`config.mk`:
```
export PLATFORM = sky130hd
export DESIGN_NAME = cache_array
export DESIGN_NICKNAME = d
export VERILOG_FILES = /design/src/hdl/cache_pkg.sv /design/src/hdl/cache_array.sv
export VERILOG_INCLUDE_DIRS = /design/src /design/src/hdl
export SDC_FILE = /design/constraint.sdc
export NUM_CORES = 1
export LEC_CHECK = 0
export BUFFER_PORTS_ARGS = -buffer_cell sky130_fd_sc_hd__buf_4
export CAP_MARGIN = 10
export CELL_PAD_IN_SITES_DETAIL_PLACEMENT = 2
export CELL_PAD_IN_SITES_GLOBAL_PLACEMENT = 2
export CORE_ASPECT_RATIO = 0.8
export CORE_MARGIN = 2
export CORE_UTILIZATION = 25
export CTS_CLUSTER_DIAMETER = 100
export CTS_CLUSTER_SIZE = 20
export DETAILED_ROUTE_END_ITERATION = 7
export PLACE_DENSITY = 0.48
export SYNTH_ARGS = -nofsm -noshare
export SYNTH_HDL_FRONTEND = slang
export SYNTH_SLANG_ARGS = --single-unit
```
`constraint.sdc`:
```
create_clock -name clk -period 9.12 [get_ports clk]
set_clock_uncertainty 0.2 [all_clocks]
set_input_delay 0.912 -clock clk [delete_from_list [all_inputs] [get_ports clk]]
set_output_delay 0.912 -clock clk [all_outputs]
set_load 0.02 [all_outputs]
```
`src/hdl/cache_config.svh`:
```
`ifndef CACHE_CONFIG_SVH
`define CACHE_CONFIG_SVH

// byte address seen by the processor
`define CACHE_ADDR_W 16

// direct mapped, one word per line
`define CACHE_LINES 16
`define CACHE_INDEX_W 4

// address bits above the index
`define CACHE_TAG_W 10

`define CACHE_DATA_W 32

// backing store depth in words
`define MEM_WORDS 16384

// cycles from a memory request to its ready pulse
`define MEM_LATENCY 4

`endif

```
`src/hdl/cache_pkg.sv`:
```
`default_nettype none

`include "cache_config.svh"

package cache_pkg;

    // address layout: tag | index | byte offset
    localparam int INDEX_LSB = 2;
    localparam int TAG_LSB = INDEX_LSB + `CACHE_INDEX_W;

    typedef struct packed {
        logic [`CACHE_ADDR_W-1:0] addr;
        logic [`CACHE_DATA_W-1:0] wdata;
        logic                     write;
    } cpu_req_t;

    // addr is always word aligned here
    typedef struct packed {
        logic [`CACHE_ADDR_W-1:0] addr;
        logic [`CACHE_DATA_W-1:0] wdata;
        logic                     write;
    } mem_req_t;

    typedef struct packed {
        logic                     valid;
        logic                     dirty;
        logic [`CACHE_TAG_W-1:0]  tag;
        logic [`CACHE_DATA_W-1:0] data;
    } cache_line_t;

    typedef enum logic [1:0] {
        IDLE,
        COMPARE,
        WRITE_BACK,
        ALLOCATE
    } cache_state_e;

endpackage

`default_nettype wire

```
`src/hdl/cache_array.sv`:
```
`timescale 1ns/10ps
`default_nettype none

`include "cache_config.svh"

module cache_array (
    input  logic                       clk,
    input  logic                       rst,
    input  logic [`CACHE_INDEX_W-1:0]  rd_index,
    output cache_pkg::cache_line_t     rd_line,
    input  logic                       wr_en,
    input  logic [`CACHE_INDEX_W-1:0]  wr_index,
    input  cache_pkg::cache_line_t     wr_line
);

    import cache_pkg::*;

    cache_line_t lines [`CACHE_LINES];

    // reset clears only the status bits
    always_ff @(posedge clk)
    begin
        if (rst)
        begin
            for (int i = 0; i < `CACHE_LINES; i++)
            begin
                lines[i].valid <= 1'b0;
                lines[i].dirty <= 1'b0;
            end
        end
        else if (wr_en)
        begin
            lines[wr_index] <= wr_line;
        end
    end

    // asynchronous read so the controller compares in the same cycle
    assign rd_line = lines[rd_index];

    // the controller must not update a line while reset clears the array
    wr_quiet_in_reset: assert property (@(posedge clk) rst |-> !wr_en)
        else $error("cache_array: line write while reset is high");

endmodule

`default_nettype wire

```
# Yosys cells after proc, flatten, opt, wreduce, memory -nomap -nowiden
# Memory sizes are Yosys's and may differ from the RTL's.
# Index checks and enable logic that the tools add are counted.
[totals] ram_bits=704 input_bits=55 output_inout_bits=44 ff_bits=0 mem_count=1 elab_cells=10
[mem_list] name="lines" depth=16 width=44 rd=1 rd_ports_with_merged_regs=0 wr=16 line_no="cache_array.sv:18" source="cache_line_t lines [`CACHE_LINES];"
[classes] n_mux=8 n_reduce_logical=1
[op_table] operator="2-to-1 mux 44 bit" n=1
[op_table] operator="OR reduction 44 bit" n=1
[op_table] operator="2-to-1 mux 1 bit" n=5
[op_table] operator="2-to-1 mux 4 bit" n=1
[op_table] operator="2-to-1 mux 2 bit" n=1

# Depth between registers and ports, before layout
[depth] depth_word=5 mapped_depth=6 ltp_nobuf=3

# Worst setup path after synthesis
# No wires, ideal clock.
[synth_path] path_type="input to register" start="input wr_index[2]" end="memory lines[0][42] (netlist bit) (enable)" path_buffers=0 setup_time_ps=308 arrival_time_ps=4934 path_stages=3 setup_slack_ps=3678 required_time_ps=8612 path_cell_list="or4b_1 nor3_1 or2_2"
[synth_lines] element="start, declared" line_no="cache_array.sv:12" source="input logic [`CACHE_INDEX_W-1:0] wr_index,"
[synth_lines] element="end, declared" line_no="cache_array.sv:18"

==> summary by stage <==
Status
The flow ran to the end, and the final reports show no timing, DRC or antenna violations.

Critical path
The critical path goes through buf_8, buf_12, mux4_2, a22oi_1, nand2_1, buf_4. STA puts the critical path data arrival time at ~3.4 ns. The number of buffers and inverters on the critical path is 3. The first element of the critical path is rd_index[0]. STA classifies the critical path endpoint as a primary output.

The maximum single-stage delay on the critical path is 0.73 ns. The highest fanout seen on the critical path is 100. The startpoint type of the worst setup path is an input pin. The cell class contributing the biggest share of worst-path delay is buffers and inverters.

The required time at the worst-slack endpoint is ~8.0 ns. By startpoint and endpoint, the worst setup path is classified as in2out. The cell with the largest stage delay on the worst path is sky130_fd_sc_hd__buf_12.

Power
Power spread over the standard cell area amounts to 194 nW/um2. Summed over all nets, the switching power comes to 1.28 mW. The leakage power is between 9 and 10 nW. The fraction of power consumed by combinational cells is 0.064.

The internal portion of the total power is between 4 and 5 mW. Power comes to 5.88 mW. The share of power burned in the clock network is 0.322. Of the total power, the share spent switching nets is 0.218.

The share of power burned in registers is 0.614. The peak supply drop is 0.150 mV.

Yosys
The average size of a mapped cell is around 23 um2. The count of cell types in the netlist is 18. The area of the mapped netlist is roughly 27000 um2.

The portion of netlist area occupied by mux cells is 0.148. The post-synthesis sequential element count is between 700 and 800. By area the synthesized netlist is led by sky130_fd_sc_hd__edfxtp_1 (79%), sky130_fd_sc_hd__mux4_2 (15%), sky130_fd_sc_hd__a22oi_1 (2.5%), sky130_fd_sc_hd__and2_1 (0.77%), sky130_fd_sc_hd__nand2_1 (0.63%). The share of synthesized area occupied by flip-flops and latches is 0.791. The simple-gate share of the synthesized area is 0.0229. Summed over all instances, the cell type with the most area after synthesis is sky130_fd_sc_hd__edfxtp_1. For this run, the number of Yosys warnings is 0.

The number of nets in the synthesized netlist is 1205. The area share of the largest cell type after synthesis is 0.791. Of the total synthesized cell area, the portion taken by XOR and XNOR cells is 0. Of the total synthesized cell area, the portion taken by full adders, half adders and majority gates is 0. The synthesized instance count is 1150. By area, the combinational part of the netlist is dominated by multiplexers. The area fraction in compound gates after synthesis came to 0.0247.

Clocking
Clock-pin slew was measured on the worst setup and hold paths at approximately 0.09 ns. TritonCTS created roughly 40 clock buffers. In this run the number of H-tree levels came out at 2. The count of instances resized after the clock tree is built is 0. The number of buffers added to fix hold violations after cts is 0. The buffer depth of the longest clock path is 3. The number of setup buffers added after CTS is 0. CTS placed an instance of sky130_fd_sc_hd__clkbuf_16 at the clock tree root. TritonCTS built the clock tree. The total clock sinks is around 700.

Floorplanning
For this configuration, the core starts out at a cell density of 0.252. The floorplan has roughly 110 rows. The floorplan core area is between 100000 and 150000 um2. The overall die area is 110000 um2. The vertical die dimension is 296 um.

The count of pins on the block boundary is just under 100. The die extent in x is 369 um.

Cells and area
The combined flip-flop and latch cell area is 21100 um2. The area used by multi-input combinational logic is 5370 um2. The register with the most flip-flops in the layout has 704 of them. The core occupancy in the finished layout is 0.286. The largest registers in the layout are lines (704). The register bank with the most flops is lines.

The relative area change from synthesis to final layout is 13.6%. 0 antenna diodes ended up in the layout. At the end of the flow, the number of nets in the layout was roughly 1300.

The top cell types in the final layout, fill and taps aside, are sky130_fd_sc_hd__edfxtp_1 (704), sky130_fd_sc_hd__mux4_2 (176), sky130_fd_sc_hd__buf_4 (118). Fill cells in the final layout number ~11000. The proportion of layout cells with a drive suffix above 1 is 0.303.

The most common cell after layout, fill and taps aside is sky130_fd_sc_hd__edfxtp_1.

STA
The transition time at the pin with the least slew margin is 1.07 ns. The total count of max-transition violations in the final report came to 0. Hold timing on the final database bottoms out at a slack of 0.399 ns.

The number of failing hold endpoints at the final stage came to 0. In the finished design, the share of the clock period the worst path needs comes to 0.491. Static timing analysis puts the maximum clock frequency at 0.223 GHz. The worst pin sits at a relative slew slack of 0.288. The final worst-path setup slack is 4.64 ns. The final critical-path required period is between 4 and 5 ns.

The number of setup violations in the final report is 0. The sum of negative setup slack is 0 ns. Setup repair after global routing left no endpoint under its margin.

Min path
The origin of the worst min-delay path is wr_line[39]. The class of the most critical hold timing path is in2reg. For hold timing, the worst endpoint is lines[11][39]$_DFFE_PP_. The number of cells traversed by the worst hold path is 1.

Routing
After detailed routing, the number of remaining DRC violations is 0. In the routed layout, each cell is associated on average with a via count of 4.53. The number of detailed-route iterations in the first pass is 5.

The detail-routed net length per standard cell is between 20 and 30 um. The total via count after detailed routing is 12109. The final wirelength is 71000 um. The detailed router finished its first iteration with 899 violations. The residual antenna-violating net count after detailed routing is 0.

GRT
The total overflow left after global routing is 0. The pin count of the biggest net entering global routing is 119. The via count of the first global-routing pass is 13576. The total routing usage reported by global routing is 0.131.

The wire length of the first global-routing pass is 102000 um. The number of antenna violations at the first check in global routing is 5.

Flow run
The number of max-cap violations is 0.

Place
At the end of routability-driven placement, the weighted congestion stood at 0.672. OpenSTA, run right after detailed placement, puts the worst setup slack at 4.51 ns. Detailed placement ended at an HPWL of 33300 um. The number of I/O port buffers is 98.
==> per-layer routing <==
metal / track usage / part of all wire / vias to the layer above
met2: 0.216 / 0.48 / 200
li1: - / - / 5042
met5: 0 / 0.00094 / -
met4: 0.0233 / 0.013 / 10
met3: 0.0195 / 0.033 / 70
met1: 0.184 / 0.47 / 6787
==> power groups by stage <==
stage / sequential, mW / combinational, mW / clock, mW
floorplan: 3.68 / 0.210 / 0
finish: 3.61 / 0.376 / 1.89
global route: 3.61 / 0.409 / 2.07
detailed placement: 3.68 / 0.390 / 0
global placement: 3.68 / 0.383 / 0
CTS: 3.61 / 0.391 / 1.98
==> how the worst max path moves through the flow <==
stage / end / cells after the start
floorplan: lines[0][42]$_SDFFCE_PN0P_ / 3
CTS: rd_line[14] / 6
detailed placement: rd_line[14] / 6
finish: rd_line[36] / 6
global route: rd_line[14] / 6
global placement: rd_line[14] / 6
==> synth_stat cells <==
cell type / count
sky130_fd_sc_hd__nor2_1: 13
sky130_fd_sc_hd__or4b_1: 1
sky130_fd_sc_hd__clkbuf_1: 28
sky130_fd_sc_hd__buf_1: 8
sky130_fd_sc_hd__edfxtp_1: 704
sky130_fd_sc_hd__buf_2: 11
sky130_fd_sc_hd__nand2b_1: 2
sky130_fd_sc_hd__buf_4: 8
sky130_fd_sc_hd__nor2b_1: 2
sky130_fd_sc_hd__nand4bb_1: 2
sky130_fd_sc_hd__a22oi_1: 88
sky130_fd_sc_hd__and2_1: 33
sky130_fd_sc_hd__nand2_1: 45
sky130_fd_sc_hd__or2_2: 16
sky130_fd_sc_hd__buf_6: 8
sky130_fd_sc_hd__mux4_2: 176
sky130_fd_sc_hd__nor3_1: 4
sky130_fd_sc_hd__nand4b_1: 1
==> logic make-up after synthesis <==
logic type,Yosys count
AO/OA/AOI/OAI,88
buffers and inverters,63
multiplexers,176
AND/OR/NAND/NOR,119
flip-flops,704
==> area by class of cell <==
| type | count | area share |
|---|---|---|
| Clock buffer | 43 | 0.0354 |
| Clock inverter | 2 | 0.000824 |
| Sequential cell | 704 | 0.696 |
| Multi-Input combinational cell | 383 | 0.177 |
| Tap cell | 1417 | 0.0584 |
| Timing Repair Buffer | 123 | 0.0319 |
==> per-stage QoR <==
step,instances,cell area [um2]
3_5_place_dp,2627,29300
6_report,2672,30400
2_1_floorplan,1150,26700
3_3_place_gp,2626,29200
4_1_cts,2672,30400
5_1_grt,2672,30400
Power figures use the tool's default switching activity.
