File: src/hdl/cache_config.svh
`ifndef CACHE_CONFIG_SVH
`define CACHE_CONFIG_SVH

// byte address seen by the processor
`define CACHE_ADDR_W 16

// direct mapped, one word per line
`define CACHE_LINES 16
`define CACHE_INDEX_W 4

// address bits above the index
`define CACHE_TAG_W 10

`define CACHE_DATA_W 32

// backing store depth in words
`define MEM_WORDS 16384

// cycles from a memory request to its ready pulse
`define MEM_LATENCY 4

`endif

File: src/hdl/cache_pkg.sv
`default_nettype none

`include "cache_config.svh"

package cache_pkg;

    // address layout: tag | index | byte offset
    localparam int INDEX_LSB = 2;
    localparam int TAG_LSB = INDEX_LSB + `CACHE_INDEX_W;

    typedef struct packed {
        logic [`CACHE_ADDR_W-1:0] addr;
        logic [`CACHE_DATA_W-1:0] wdata;
        logic                     write;
    } cpu_req_t;

    // addr is always word aligned here
    typedef struct packed {
        logic [`CACHE_ADDR_W-1:0] addr;
        logic [`CACHE_DATA_W-1:0] wdata;
        logic                     write;
    } mem_req_t;

    typedef struct packed {
        logic                     valid;
        logic                     dirty;
        logic [`CACHE_TAG_W-1:0]  tag;
        logic [`CACHE_DATA_W-1:0] data;
    } cache_line_t;

    typedef enum logic [1:0] {
        IDLE,
        COMPARE,
        WRITE_BACK,
        ALLOCATE
    } cache_state_e;

endpackage

`default_nettype wire

File: src/hdl/cache_controller.sv
`timescale 1ns/10ps
`default_nettype none

`include "cache_config.svh"

module cache_controller (
    input  logic                       clk,
    input  logic                       rst,

    input  cache_pkg::cpu_req_t        cpu_req,
    input  logic                       cpu_req_valid,
    output logic [`CACHE_DATA_W-1:0]   cpu_rdata,
    output logic                       cpu_req_ready,

    output cache_pkg::mem_req_t        mem_req,
    output logic                       mem_req_valid,
    input  logic [`CACHE_DATA_W-1:0]   mem_rdata,
    input  logic                       mem_req_ready,

    output logic [`CACHE_INDEX_W-1:0]  rd_index,
    input  cache_pkg::cache_line_t     rd_line,
    output logic                       wr_en,
    output logic [`CACHE_INDEX_W-1:0]  wr_index,
    output cache_pkg::cache_line_t     wr_line
);

    import cache_pkg::*;

    cache_state_e state;
    cache_state_e state_next;

    logic [`CACHE_INDEX_W-1:0] req_index;
    logic [`CACHE_TAG_W-1:0]   req_tag;
    logic                      hit;
    logic                      victim_dirty;
    logic [`CACHE_ADDR_W-1:0]  victim_addr;
    logic [`CACHE_ADDR_W-1:0]  fill_addr;

    // the processor holds its request until ready, so no copy is kept
    assign req_index = cpu_req.addr[TAG_LSB-1:INDEX_LSB];
    assign req_tag   = cpu_req.addr[`CACHE_ADDR_W-1:TAG_LSB];

    assign rd_index = req_index;
    assign wr_index = req_index;

    assign hit          = rd_line.valid && (rd_line.tag == req_tag);
    assign victim_dirty = rd_line.valid && rd_line.dirty;

    assign victim_addr = {rd_line.tag, req_index, 2'b00};
    assign fill_addr   = {req_tag, req_index, 2'b00};

    always_ff @(posedge clk)
    begin
        if (rst)
            state <= IDLE;
        else
            state <= state_next;
    end

    always_comb
    begin
        state_next = state;
        case (state)
            // ready high means the held request was just answered
            IDLE:
                if (cpu_req_valid && !cpu_req_ready)
                    state_next = COMPARE;
            COMPARE:
            begin
                if (hit)
                    state_next = IDLE;
                else if (victim_dirty)
                    state_next = WRITE_BACK;
                else
                    state_next = ALLOCATE;
            end
            WRITE_BACK:
                if (mem_req_ready)
                    state_next = ALLOCATE;
            ALLOCATE:
                if (mem_req_ready)
                    state_next = COMPARE;
            default:
                state_next = IDLE;
        endcase
    end

    // response to the processor, one cycle after the hit
    always_ff @(posedge clk)
    begin
        if (rst)
            cpu_req_ready <= 1'b0;
        else
            cpu_req_ready <= (state == COMPARE) && hit;
    end

    always_ff @(posedge clk)
    begin
        if (state == COMPARE && hit)
            cpu_rdata <= rd_line.data;
    end

    // line updates: write hit merge or refill
    always_comb
    begin
        wr_en   = 1'b0;
        wr_line = rd_line;
        if (state == COMPARE && hit && cpu_req.write)
        begin
            wr_en         = 1'b1;
            wr_line.dirty = 1'b1;
            wr_line.data  = cpu_req.wdata;
        end
        else if (state == ALLOCATE && mem_req_ready)
        begin
            wr_en         = 1'b1;
            wr_line.valid = 1'b1;
            wr_line.dirty = 1'b0;
            wr_line.tag   = req_tag;
            wr_line.data  = mem_rdata;
        end
    end

    // valid drops for a cycle between write-back and refill
    always_ff @(posedge clk)
    begin
        if (rst)
        begin
            mem_req_valid <= 1'b0;
        end
        else if (mem_req_valid)
        begin
            if (mem_req_ready)
                mem_req_valid <= 1'b0;
        end
        else if (state == WRITE_BACK || state == ALLOCATE)
        begin
            mem_req_valid <= 1'b1;
        end
    end

    // request fields only move while no access is outstanding
    always_ff @(posedge clk)
    begin
        if (!mem_req_valid)
        begin
            mem_req.addr  <= (state == WRITE_BACK) ? victim_addr : fill_addr;
            mem_req.wdata <= rd_line.data;
            mem_req.write <= (state == WRITE_BACK);
        end
    end

    mem_req_held: assert property (@(posedge clk) disable iff (rst)
        mem_req_valid && !mem_req_ready |=> mem_req_valid && $stable(mem_req))
        else $error("cache_controller: memory request dropped or changed before ready");

    cpu_ready_pulse: assert property (@(posedge clk) disable iff (rst)
        cpu_req_ready |=> !cpu_req_ready)
        else $error("cache_controller: cpu_req_ready held longer than one cycle");

    no_mem_in_idle: assert property (@(posedge clk) disable iff (rst)
        state == IDLE |-> !mem_req_valid)
        else $error("cache_controller: memory request outstanding in IDLE");

endmodule

`default_nettype wire

File: config.mk
export PLATFORM = sky130hd
export DESIGN_NAME = cache_controller
export DESIGN_NICKNAME = d
export VERILOG_FILES = /design/src/hdl/cache_pkg.sv /design/src/hdl/cache_controller.sv
export VERILOG_INCLUDE_DIRS = /design/src /design/src/hdl
export SDC_FILE = /design/constraint.sdc
export NUM_CORES = 1
export LEC_CHECK = 0
export BUFFER_PORTS_ARGS = -buffer_cell sky130_fd_sc_hd__buf_2
export CAP_MARGIN = 10
export CORE_ASPECT_RATIO = 1.1
export CORE_MARGIN = 5
export CORE_UTILIZATION = 43
export CTS_CLUSTER_DIAMETER = 80
export DETAILED_ROUTE_END_ITERATION = 10
export HOLD_SLACK_MARGIN = 0.06
export MAX_ROUTING_LAYER = met4
export PLACE_DENSITY = 0.82
export SYNTH_ARGS = -nofsm -noshare
export SYNTH_HDL_FRONTEND = slang
export SYNTH_SLANG_ARGS = --single-unit
File: constraint.sdc
create_clock -name clk -period 4.1 [get_ports clk]
set_clock_uncertainty 0.05 [all_clocks]
set_input_delay 1.23 -clock clk [delete_from_list [all_inputs] [get_ports clk]]
set_output_delay 1.23 -clock clk [all_outputs]
set_load 0.01 [all_outputs]
* Word level (Yosys, flattened, before mapping) *
Index checks and enable logic that the tools add are counted.

storage, ports and cells
  register bits after elaboration = 85
  input port bits = 129
  output and inout port bits = 136
  word-level logic and storage cells = 41

operators by class
  equal/unequal tests = 7
  multiplexer cells = 17
  reduce and logical (&&, ||, !) cells = 10

operator list
  kind                count
  $mux 44             1
  $mux 32             1
  $mux 16             1
  $eq 10x10->1        1
  $mux 10             1
  $mux 1              8
  $mux 2              4
  $pmux 2 s4          1
  $logic_and 1x1->1   6
  $ne 2x2->1 const B  3
  $eq 2x2->1 const B  2
  $reduce_and 3->1    1
  $eq 2x1->1 const B  1
  $logic_not 2->1     1
  $logic_not 1->1     1
  $logic_or 1x1->1    1

* Longest topological paths before layout *
Gate-level depths: netlist (run 1).

  word-level depth = 5
  depth in mapped cells = 7
  depth with buffers taken out = 6

* Worst setup path after synthesis (run 1) *
OpenSTA, ideal clock, no wires.

  path kind = input-to-output
  start point = in cpu_req[39] (netlist bit)
  end point = out wr_line[10] (netlist bit)
  arrival = 2.471 ns
  data required time = 2.820 ns
  setup slack = 0.349 ns
  stages = 5
  path buffers = 1
  cell sequence = xor2_1 > nor4_4 > nand4_4 > buf_6 > mux2_4

RTL lines
  item                line                    source
  start: declaration  cache_controller.sv:10  input cache_pkg::cpu_req_t cpu_req,
  end: declaration    cache_controller.sv:24  output cache_pkg::cache_line_t wr_line

==> results.rst, run 1 <==
.. list-table::
   :header-rows: 1

   * - Metric
     - Value
   * - XOR/XNOR Fraction of Synth Area
     - 2.08%
   * - Synthesized flop and latch total
     - 83
   * - Vertical die dimension
     - 114 um
   * - Endpoints failing setup
     - 0
   * - Type of the setup path with the least slack
     - input pin to output port
   * - Yosys top cell area share
     - 56.4%
   * - EDFF count, synth
     - 79
   * - Summed area of non-filler cells in the final layout
     - 5810 um2
   * - Utilization after layout
     - 61.5%
   * - Pre-antenna DRT Iters
     - 4
   * - Instance area at placement
     - 5610 um2
   * - Main combinational cell family by area after synthesis
     - simple AND/OR/NAND/NOR gates
   * - Number of library cell types mapped by synthesis
     - 35
   * - Die Wd
     - 104 um
   * - Ports
     - 265
   * - Startpoint class of the critical path
     - input pin
   * - Predominant post-synthesis flop cell
     - sky130_fd_sc_hd__edfxtp_1
   * - Maximum fanout along the worst path
     - 12
   * - Vias in the first global route
     - 3,754
   * - RePlAce Congestion
     - 0.900
   * - Global-route congestion overflow total
     - 0
   * - Highest cell delay on the worst timing path
     - 360 ps
   * - Share of the cycle needed by the critical path after routing
     - 98.7%
   * - Data required time of the worst path
     - 2820 ps
   * - Final cell count without fillers
     - 726
   * - Worst vdd rail ir drop
     - 0.215 mV
   * - Slack of the critical path
     - 54.1 ps
   * - Wirelength, routed
     - 12,600 um
   * - Area inside the core boundary
     - 9440 um2
   * - Starting density of the core
     - 44.6%
   * - TritonCTS buffer count
     - 9
   * - Layout overhead on the synthesized area
     - 38.1%
   * - Final HPWL from detailed placement
     - 10,100 um
   * - Placed cells
     - 710
   * - Site row count
     - 37
   * - Clock Tree Buf Depth
     - 2
   * - Die ar.
     - 11,900 um2
   * - Crit path cell chain
     - buf_2, xor2_1, nor4_4, buf_4, and4_1, buf_4, o211ai_1, buf_2
   * - PortBufs
     - 260
   * - Post-DR vias/cell
     - 5.05
   * - Via Count
     - 3,667
   * - P_leak
     - 0.00291 uW
   * - Hold buffer count at CTS
     - 0
   * - CTS tree
     - built
   * - Number of hold violations in the final report
     - 0
   * - First-pass GRT wire length
     - 19,400 um
   * - Setup repair after global routing missed its margin
     - yes
   * - CP max-delay cell
     - sky130_fd_sc_hd__nor4_4
   * - Remaining max-slew budget at the tightest pin
     - 33.6%
   * - Avg WL per Cell
     - 17.4 um
   * - Post-synthesis compound-gate area fraction
     - 2.85%
   * - Violation count after the first detailed-route iteration
     - 198
   * - Pwr/cell area
     - 409 nW/um2
   * - Clock transition at path regs
     - 80 ps
   * - Worst skew pair latency
     - 340 ps
   * - Largest net degree at the start of global routing
     - 48
   * - Number of max-cap violations
     - 0
   * - Net count reported at finish
     - 737
   * - Result of the run
     - finished, final reports clean
   * - Worst slack at placement
     - 31.8 ps
   * - Final hold slack
     - 466 ps
   * - Worst EP arrival
     - 2770 ps
   * - Warnings, synthesis
     - 0
   * - Clock Sink Count
     - 83
   * - Number of antenna violations at the first check in global routing
     - 0
   * - Max H-tree Level
     - 3
   * - Peak clock frequency supported by timing
     - 247 MHz
   * - R2r setup slk
     - 2050 ps
   * - Synthesized-area fraction occupied by adder cells
     - 1.19%
   * - Slew Viols, Final
     - 0
   * - Mean area per synthesized cell
     - 12.1 um2
   * - Final Critical Period
     - 4050 ps
   * - Synth area leaders
     - sky130_fd_sc_hd__edfxtp_1 (56%), sky130_fd_sc_hd__nand2_1 (11%), sky130_fd_sc_hd__mux2_4 (10%)
   * - Top cells by instance count after synthesis
     - sky130_fd_sc_hd__nand2_1 (122), sky130_fd_sc_hd__edfxtp_1 (79), sky130_fd_sc_hd__mux2_4 (28)
   * - HP Class
     - flip-flop to flip-flop
   * - Fraction of registers with async set or reset after synthesis
     - 0%
   * - Fraction of layout instances using a drive strength above 1
     - 55.0%
   * - Portion of the post-synthesis area used by sequential elements
     - 58.3%
   * - Gate count of the mapped netlist
     - 348
   * - Most common cell in the netlist
     - sky130_fd_sc_hd__nand2_1
   * - Mux cell area share after synthesis
     - 14.0%
   * - Post-synthesis simple-gate area fraction
     - 17.1%
   * - Buffer cell driving the clock tree root
     - sky130_fd_sc_hd__clkbuf_8
   * - Antenna-violating nets left
     - 0
   * - Area of the mapped netlist
     - 4210 um2
   * - Overall track demand over capacity in global routing
     - 21.0%
   * - Worst-Margin Slew
     - 994 ps
   * - Cell type contributing the most total cell area after synthesis
     - sky130_fd_sc_hd__edfxtp_1
   * - DRC
     - 0
   * - Kind of capture point of the worst setup path
     - output port
   * - Antenna cells
     - 0
-- report_power, final --
part           total (uW)  internal (uW)  leakage [uW]  switching (uW)
combinational         673            283       0.00199             390
sequential           1130           1090      0.000815            40.9
clock                 573            283     0.0000966             290
-- what timing repair did --
item                                   4_1_cts  5_1_grt
resized for setup                            0        1
endpoints found under the hold margin        0        0
setup buffers                                0        0
setup endpoints to repair                    0        9
-- state kept, by name, indices dropped and copies added (netlist names) --
name           count
mem_req_valid      1
mem_req           47
cpu_req_ready      1
state              2
cpu_rdata         32
-- worst max-delay path, delay by kind of cell --
kind	cells	cell delay, ps
XOR/XNOR	1	180
AND/OR/NAND/NOR	2	580
buffers and inverters	4	670
AO/OA/AOI/OAI	1	110
-- path summary, 6_finish.rpt --
kind / cells past startpoint / end / startpoint
setup / recovery: 8 / wr_line[39] / cpu_req[39]
hold / removal: 1 / mem_req_valid$_SDFF_PP0_ / mem_req_valid$_SDFF_PP0_
setup reg to reg: 6 / state[1]$_SDFFE_PP0P_ / state[0]$_SDFFE_PP0P_
hold reg to reg: 1 / mem_req_valid$_SDFF_PP0_ / mem_req_valid$_SDFF_PP0_
-- through the flow --
step           power, uW  setup TNS (ps)
2_1_floorplan       1520               0
3_3_place_gp        1810               0
3_5_place_dp        1830               0
4_1_cts             2410               0
5_1_grt             2500           -85.6
6_report            2380               0
-- layer usage --
metal	part of all wire [%]	GRT usage (%)	wire length (um)	up-vias
met3	8.5	5.38	1080	30
met5	0	-	0	-
met4	2.1	7.25	260	0
met1	38	23.2	4770	1702
met2	52	36.7	6530	206
li1	-	-	-	1729
-- layout make-up --
class	count	area, um2
fill	761	3630
sequential	83	2450
multi-input combinational	233	1580
timing repair buffer	273	1430
tap	117	146
clock buffer	10	128
clock inverter	6	65.1
inverter	4	15.0
-- kinds of logic (layout without fill, tap and decap cells) --
| logic type | count (synthesis) | count (layout) |
|---|---|---|
| and+or+nand+nor | 158 | 158 |
| DFF | 83 | 83 |
| buffers and inverters | 33 | 293 |
| adders and majority gates | 4 | 4 |
| muxes | 43 | 43 |
| xor gates and xnor gates | 10 | 10 |
| AOI/OAI and AO/OA | 16 | 16 |
| other | 1 | 2 |
-- cell usage in the layout, fill, tap and decap left out, drive strengths merged, types with 4 or more instances in the layout --
master	Yosys	final
nand4	12	12
nand2	122	122
ha	4	4
xor2	7	7
edfxtp	79	79
mux2	42	42
o211ai	10	10
and3	12	12
dfxtp	4	4
buf	15	273
clkbuf	14	10
inv	4	5
(Power assumes the default switching activity.)
==> run 2: changes to the inputs <==
--- a/config.mk
+++ b/config.mk
@@ -10,12 +10,12 @@
 export CAP_MARGIN = 10
 export CORE_ASPECT_RATIO = 1.1
 export CORE_MARGIN = 5
-export CORE_UTILIZATION = 43
+export CORE_UTILIZATION = 35
 export CTS_CLUSTER_DIAMETER = 80
 export DETAILED_ROUTE_END_ITERATION = 10
 export HOLD_SLACK_MARGIN = 0.06
 export MAX_ROUTING_LAYER = met4
-export PLACE_DENSITY = 0.82
+export PLACE_DENSITY = 0.69
 export SYNTH_ARGS = -nofsm -noshare
 export SYNTH_HDL_FRONTEND = slang
 export SYNTH_SLANG_ARGS = --single-unit
==> constraint.sdc (replaced) <==
create_clock -name clk -period 4.1 [get_ports clk]
set_clock_uncertainty 0.05 [all_clocks]
set_input_delay 0.41 -clock clk [delete_from_list [all_inputs] [get_ports clk]]
set_output_delay 0.41 -clock clk [all_outputs]
set_load 0.01 [all_outputs]
==> run 2 against run 1 <==
Effect of this change:
- non-clock buffer count down 10
- fmax up 43%
- wire length down 3.0%
- die area up 21%
- design area up 0.62%
- first-iteration DRC count down 43%
- sequential share of layout area down 0.26 points
- power up 7.3%
- setup slack better by 1200 ps
- via count down 3.1%
- utilization down 13 points
- clock power up 33%
- critical path type unchanged
- critical endpoint is now wr_line[34]
- largest cell class unchanged
- largest power group unchanged
==> results.rst, run 2 (synthesized netlist as in run 1, its figures left out) <==
.. list-table::
   :header-rows: 1

   * - Metric
     - Value
   * - Result of the run
     - finished, final reports clean (unchanged)
   * - Number of antenna violations at the first check in global routing
     - 0 (unchanged)
   * - Data required time of the worst path
     - 3640 ps (was 2820 ps)
   * - Startpoint class of the critical path
     - input pin (unchanged)
   * - Max H-tree Level
     - 3 (unchanged)
   * - Leading cell type in the layout, fill and taps excluded
     - sky130_fd_sc_hd__buf_2 (unchanged)
   * - Vias in the first global route
     - 3,699 (was 3,754)
   * - Area used by multi-input combinational logic
     - 1580 um2 (about the same)
   * - CTS tree
     - built (unchanged)
   * - Avg WL per Cell
     - 16.3 um (was 17.4 um)
   * - HP Class
     - input pin to flip-flop (was flip-flop to flip-flop)
   * - PortBufs
     - 260 (unchanged)
   * - Wirelength, routed
     - 12,300 um (was 12,600 um)
   * - Clock Tree Buf Depth
     - 2 (unchanged)
   * - CTS-repair resized insts
     - 0 (unchanged)
   * - Max reg flops
     - 47 (unchanged)
   * - Layout overhead on the synthesized area
     - 38.9% (was 38.1%)
   * - Endpoints failing setup
     - 0 (unchanged)
   * - Maximum fanout along the worst path
     - 13 (was 12)
   * - Die ar.
     - 14,300 um2 (was 11,900 um2)
   * - Ports
     - 265 (unchanged)
   * - Setup repair after global routing missed its margin
     - no (was yes)
   * - Global-route congestion overflow total
     - 0 (unchanged)
   * - RePlAce Congestion
     - 0.826 (was 0.900)
   * - Site row count
     - 42 (was 37)
   * - Routing usage on met2
     - 30.4% (was 36.7%)
   * - Pwr/cell area
     - 437 nW/um2 (was 409 nW/um2)
   * - Biggest registers after layout
     - mem_req (47), cpu_rdata (32), state (2) (unchanged)
   * - First-pass GRT wire length
     - 18,600 um (was 19,400 um)
   * - Final Critical Period
     - 2830 ps (was 4050 ps)
   * - Net count reported at finish
     - 727 (was 737)
   * - Slew Viols, Final
     - 0 (unchanged)
   * - Number of hold violations in the final report
     - 0 (unchanged)
   * - Final HPWL from detailed placement
     - 9240 um (was 10,100 um)
   * - Largest net degree at the start of global routing
     - 48 (unchanged)
   * - Final cell count without fillers
     - 753 (was 726)
   * - Peak clock frequency supported by timing
     - 353 MHz (was 247 MHz)
   * - Area inside the core boundary
     - 11,900 um2 (was 9440 um2)
   * - Via Count
     - 3,554 (was 3,667)
   * - Pre-antenna DRT Iters
     - 4 (unchanged)
   * - Worst-Margin Slew
     - 1050 ps (was 994 ps)
   * - Top register by number of flip-flops
     - mem_req (unchanged)
   * - GR Util met1
     - 18.7% (was 23.2%)
   * - Remaining max-slew budget at the tightest pin
     - 29.7% (was 33.6%)
   * - Number of max-cap violations
     - 0 (unchanged)
   * - Worst EP arrival
     - 2370 ps (was 2770 ps)
   * - Die Wd
     - 115 um (was 104 um)
   * - Overall track demand over capacity in global routing
     - 16.9% (was 21.0%)
   * - Sequential standard cell area
     - 2450 um2 (unchanged)
   * - TritonCTS buffer count
     - 9 (unchanged)
   * - Buffer cell driving the clock tree root
     - sky130_fd_sc_hd__clkbuf_16 (was sky130_fd_sc_hd__clkbuf_8)
   * - Type of the setup path with the least slack
     - input pin to output port (unchanged)
   * - Global route hottest layer
     - met2 (unchanged)
   * - Filler Cell Count
     - 1,077 (was 761)
   * - Clock transition at path regs
     - 60 ps (was 80 ps)
   * - Violation count after the first detailed-route iteration
     - 112 (was 198)
   * - Kind of capture point of the worst setup path
     - output port (unchanged)
   * - Commonest cells after routing, fill and taps aside
     - sky130_fd_sc_hd__buf_2 (260), sky130_fd_sc_hd__nand2_1 (121), sky130_fd_sc_hd__edfxtp_1 (79) (was sky130_fd_sc_hd__buf_2 (260), sky130_fd_sc_hd__nand2_1 (122), sky130_fd_sc_hd__edfxtp_1 (79))
   * - Clock Sink Count
     - 83 (unchanged)
   * - P_leak
     - 0.00288 uW (was 0.00291 uW)
   * - Worst vdd rail ir drop
     - 0.215 mV (about the same)
   * - Post-CTS Setup Inserts
     - 0 (unchanged)
   * - Antenna-violating nets left
     - 0 (unchanged)
   * - Fraction of layout instances using a drive strength above 1
     - 54.8% (was 55.0%)
   * - Vertical die dimension
     - 125 um (was 114 um)
   * - Worst skew pair latency
     - 330 ps (was 340 ps)
   * - Placed cells
     - 737 (was 710)
   * - Share of the cycle needed by the critical path after routing
     - 69.1% (was 98.7%)
   * - Hold buffer count at CTS
     - 0 (unchanged)
   * - Total Negative Setup Slacks
     - 0 ps (unchanged)
   * - DRC
     - 0 (unchanged)
   * - Antenna cells
     - 0 (unchanged)
   * - Global-route met3 utilization
     - 3.87% (was 5.38%)
   * - Starting density of the core
     - 35.3% (was 44.6%)
   * - Post-DR vias/cell
     - 4.72 (was 5.05)
run 2: changes by cell type in the layout (fill, tap and decap cells not counted), moves of 2 or more:
cell and delta:
sky130_fd_sc_hd__clkbuf_16 +9, sky130_fd_sc_hd__clkbuf_8 -9, sky130_fd_sc_hd__buf_4 -7, sky130_fd_sc_hd__buf_12 -2
sky130_fd_sc_hd__inv_6 +2
run 2: area by class of cell:
class / count / share of cell area [%]
sequential: 83 / 42.0
clock inverter: 7 / 0.985
clock buffer: 9 / 3.85
multi-input combinational: 233 / 27.0
tap: 154 / 3.30
timing repair buffer: 263 / 22.6
inverter: 4 / 0.257
run 2: routing by layer:
| metal | wire length (um) | up-vias |
|---|---|---|
| met3 | 1090 | 14 |
| li1 | - | 1713 |
| met1 | 4650 | 1658 |
| met5 | 0 | - |
| met4 | 173 | 0 |
| met2 | 6350 | 169 |
run 2: worst paths after layout:
kind,endpoint,depth (start not counted),slack [ps],from
worst min-delay path,mem_req_valid$_SDFF_PP0_,2,220,rst
worst min register to register,mem_req_valid$_SDFF_PP0_,1,460,mem_req_valid$_SDFF_PP0_
worst max-delay path,wr_line[34],6,1270,cpu_req[39]
worst max register to register,cpu_rdata[16]$_DFFE_PP_,3,2040,state[1]$_SDFFE_PP0P_
run 2: metrics by stage:
step                      setup slack [ps]  instance area [um2]  hold WS, ps  utilization, %  total power [uW]
final                                 1270                 5850          219            49.0              2550
after global routing                  1100                 5850          215            49.0              2690
after CTS                             1280                 5850          205            49.0              2590
after detailed placement              1140                 5560          445            46.6              1820
after global placement                1180                 5560          447            46.6              1810
after floorplan                       1650                 4210          438               -              1520
run 2: worst max-delay path: stages:
cell and delay (ps):
sky130_fd_sc_hd__buf_2 120, sky130_fd_sc_hd__xor2_1 180, sky130_fd_sc_hd__nor4_4 710, sky130_fd_sc_hd__and4_1 580
sky130_fd_sc_hd__o211ai_1 190, sky130_fd_sc_hd__buf_2 170
run 2: report_power, final:
group / internal, uW / leakage (uW) / switching [uW]
Clock: 420 / 0.000135 / 341
Combinational: 278 / 0.00193 / 384
Sequential: 1090 / 0.000815 / 36.2
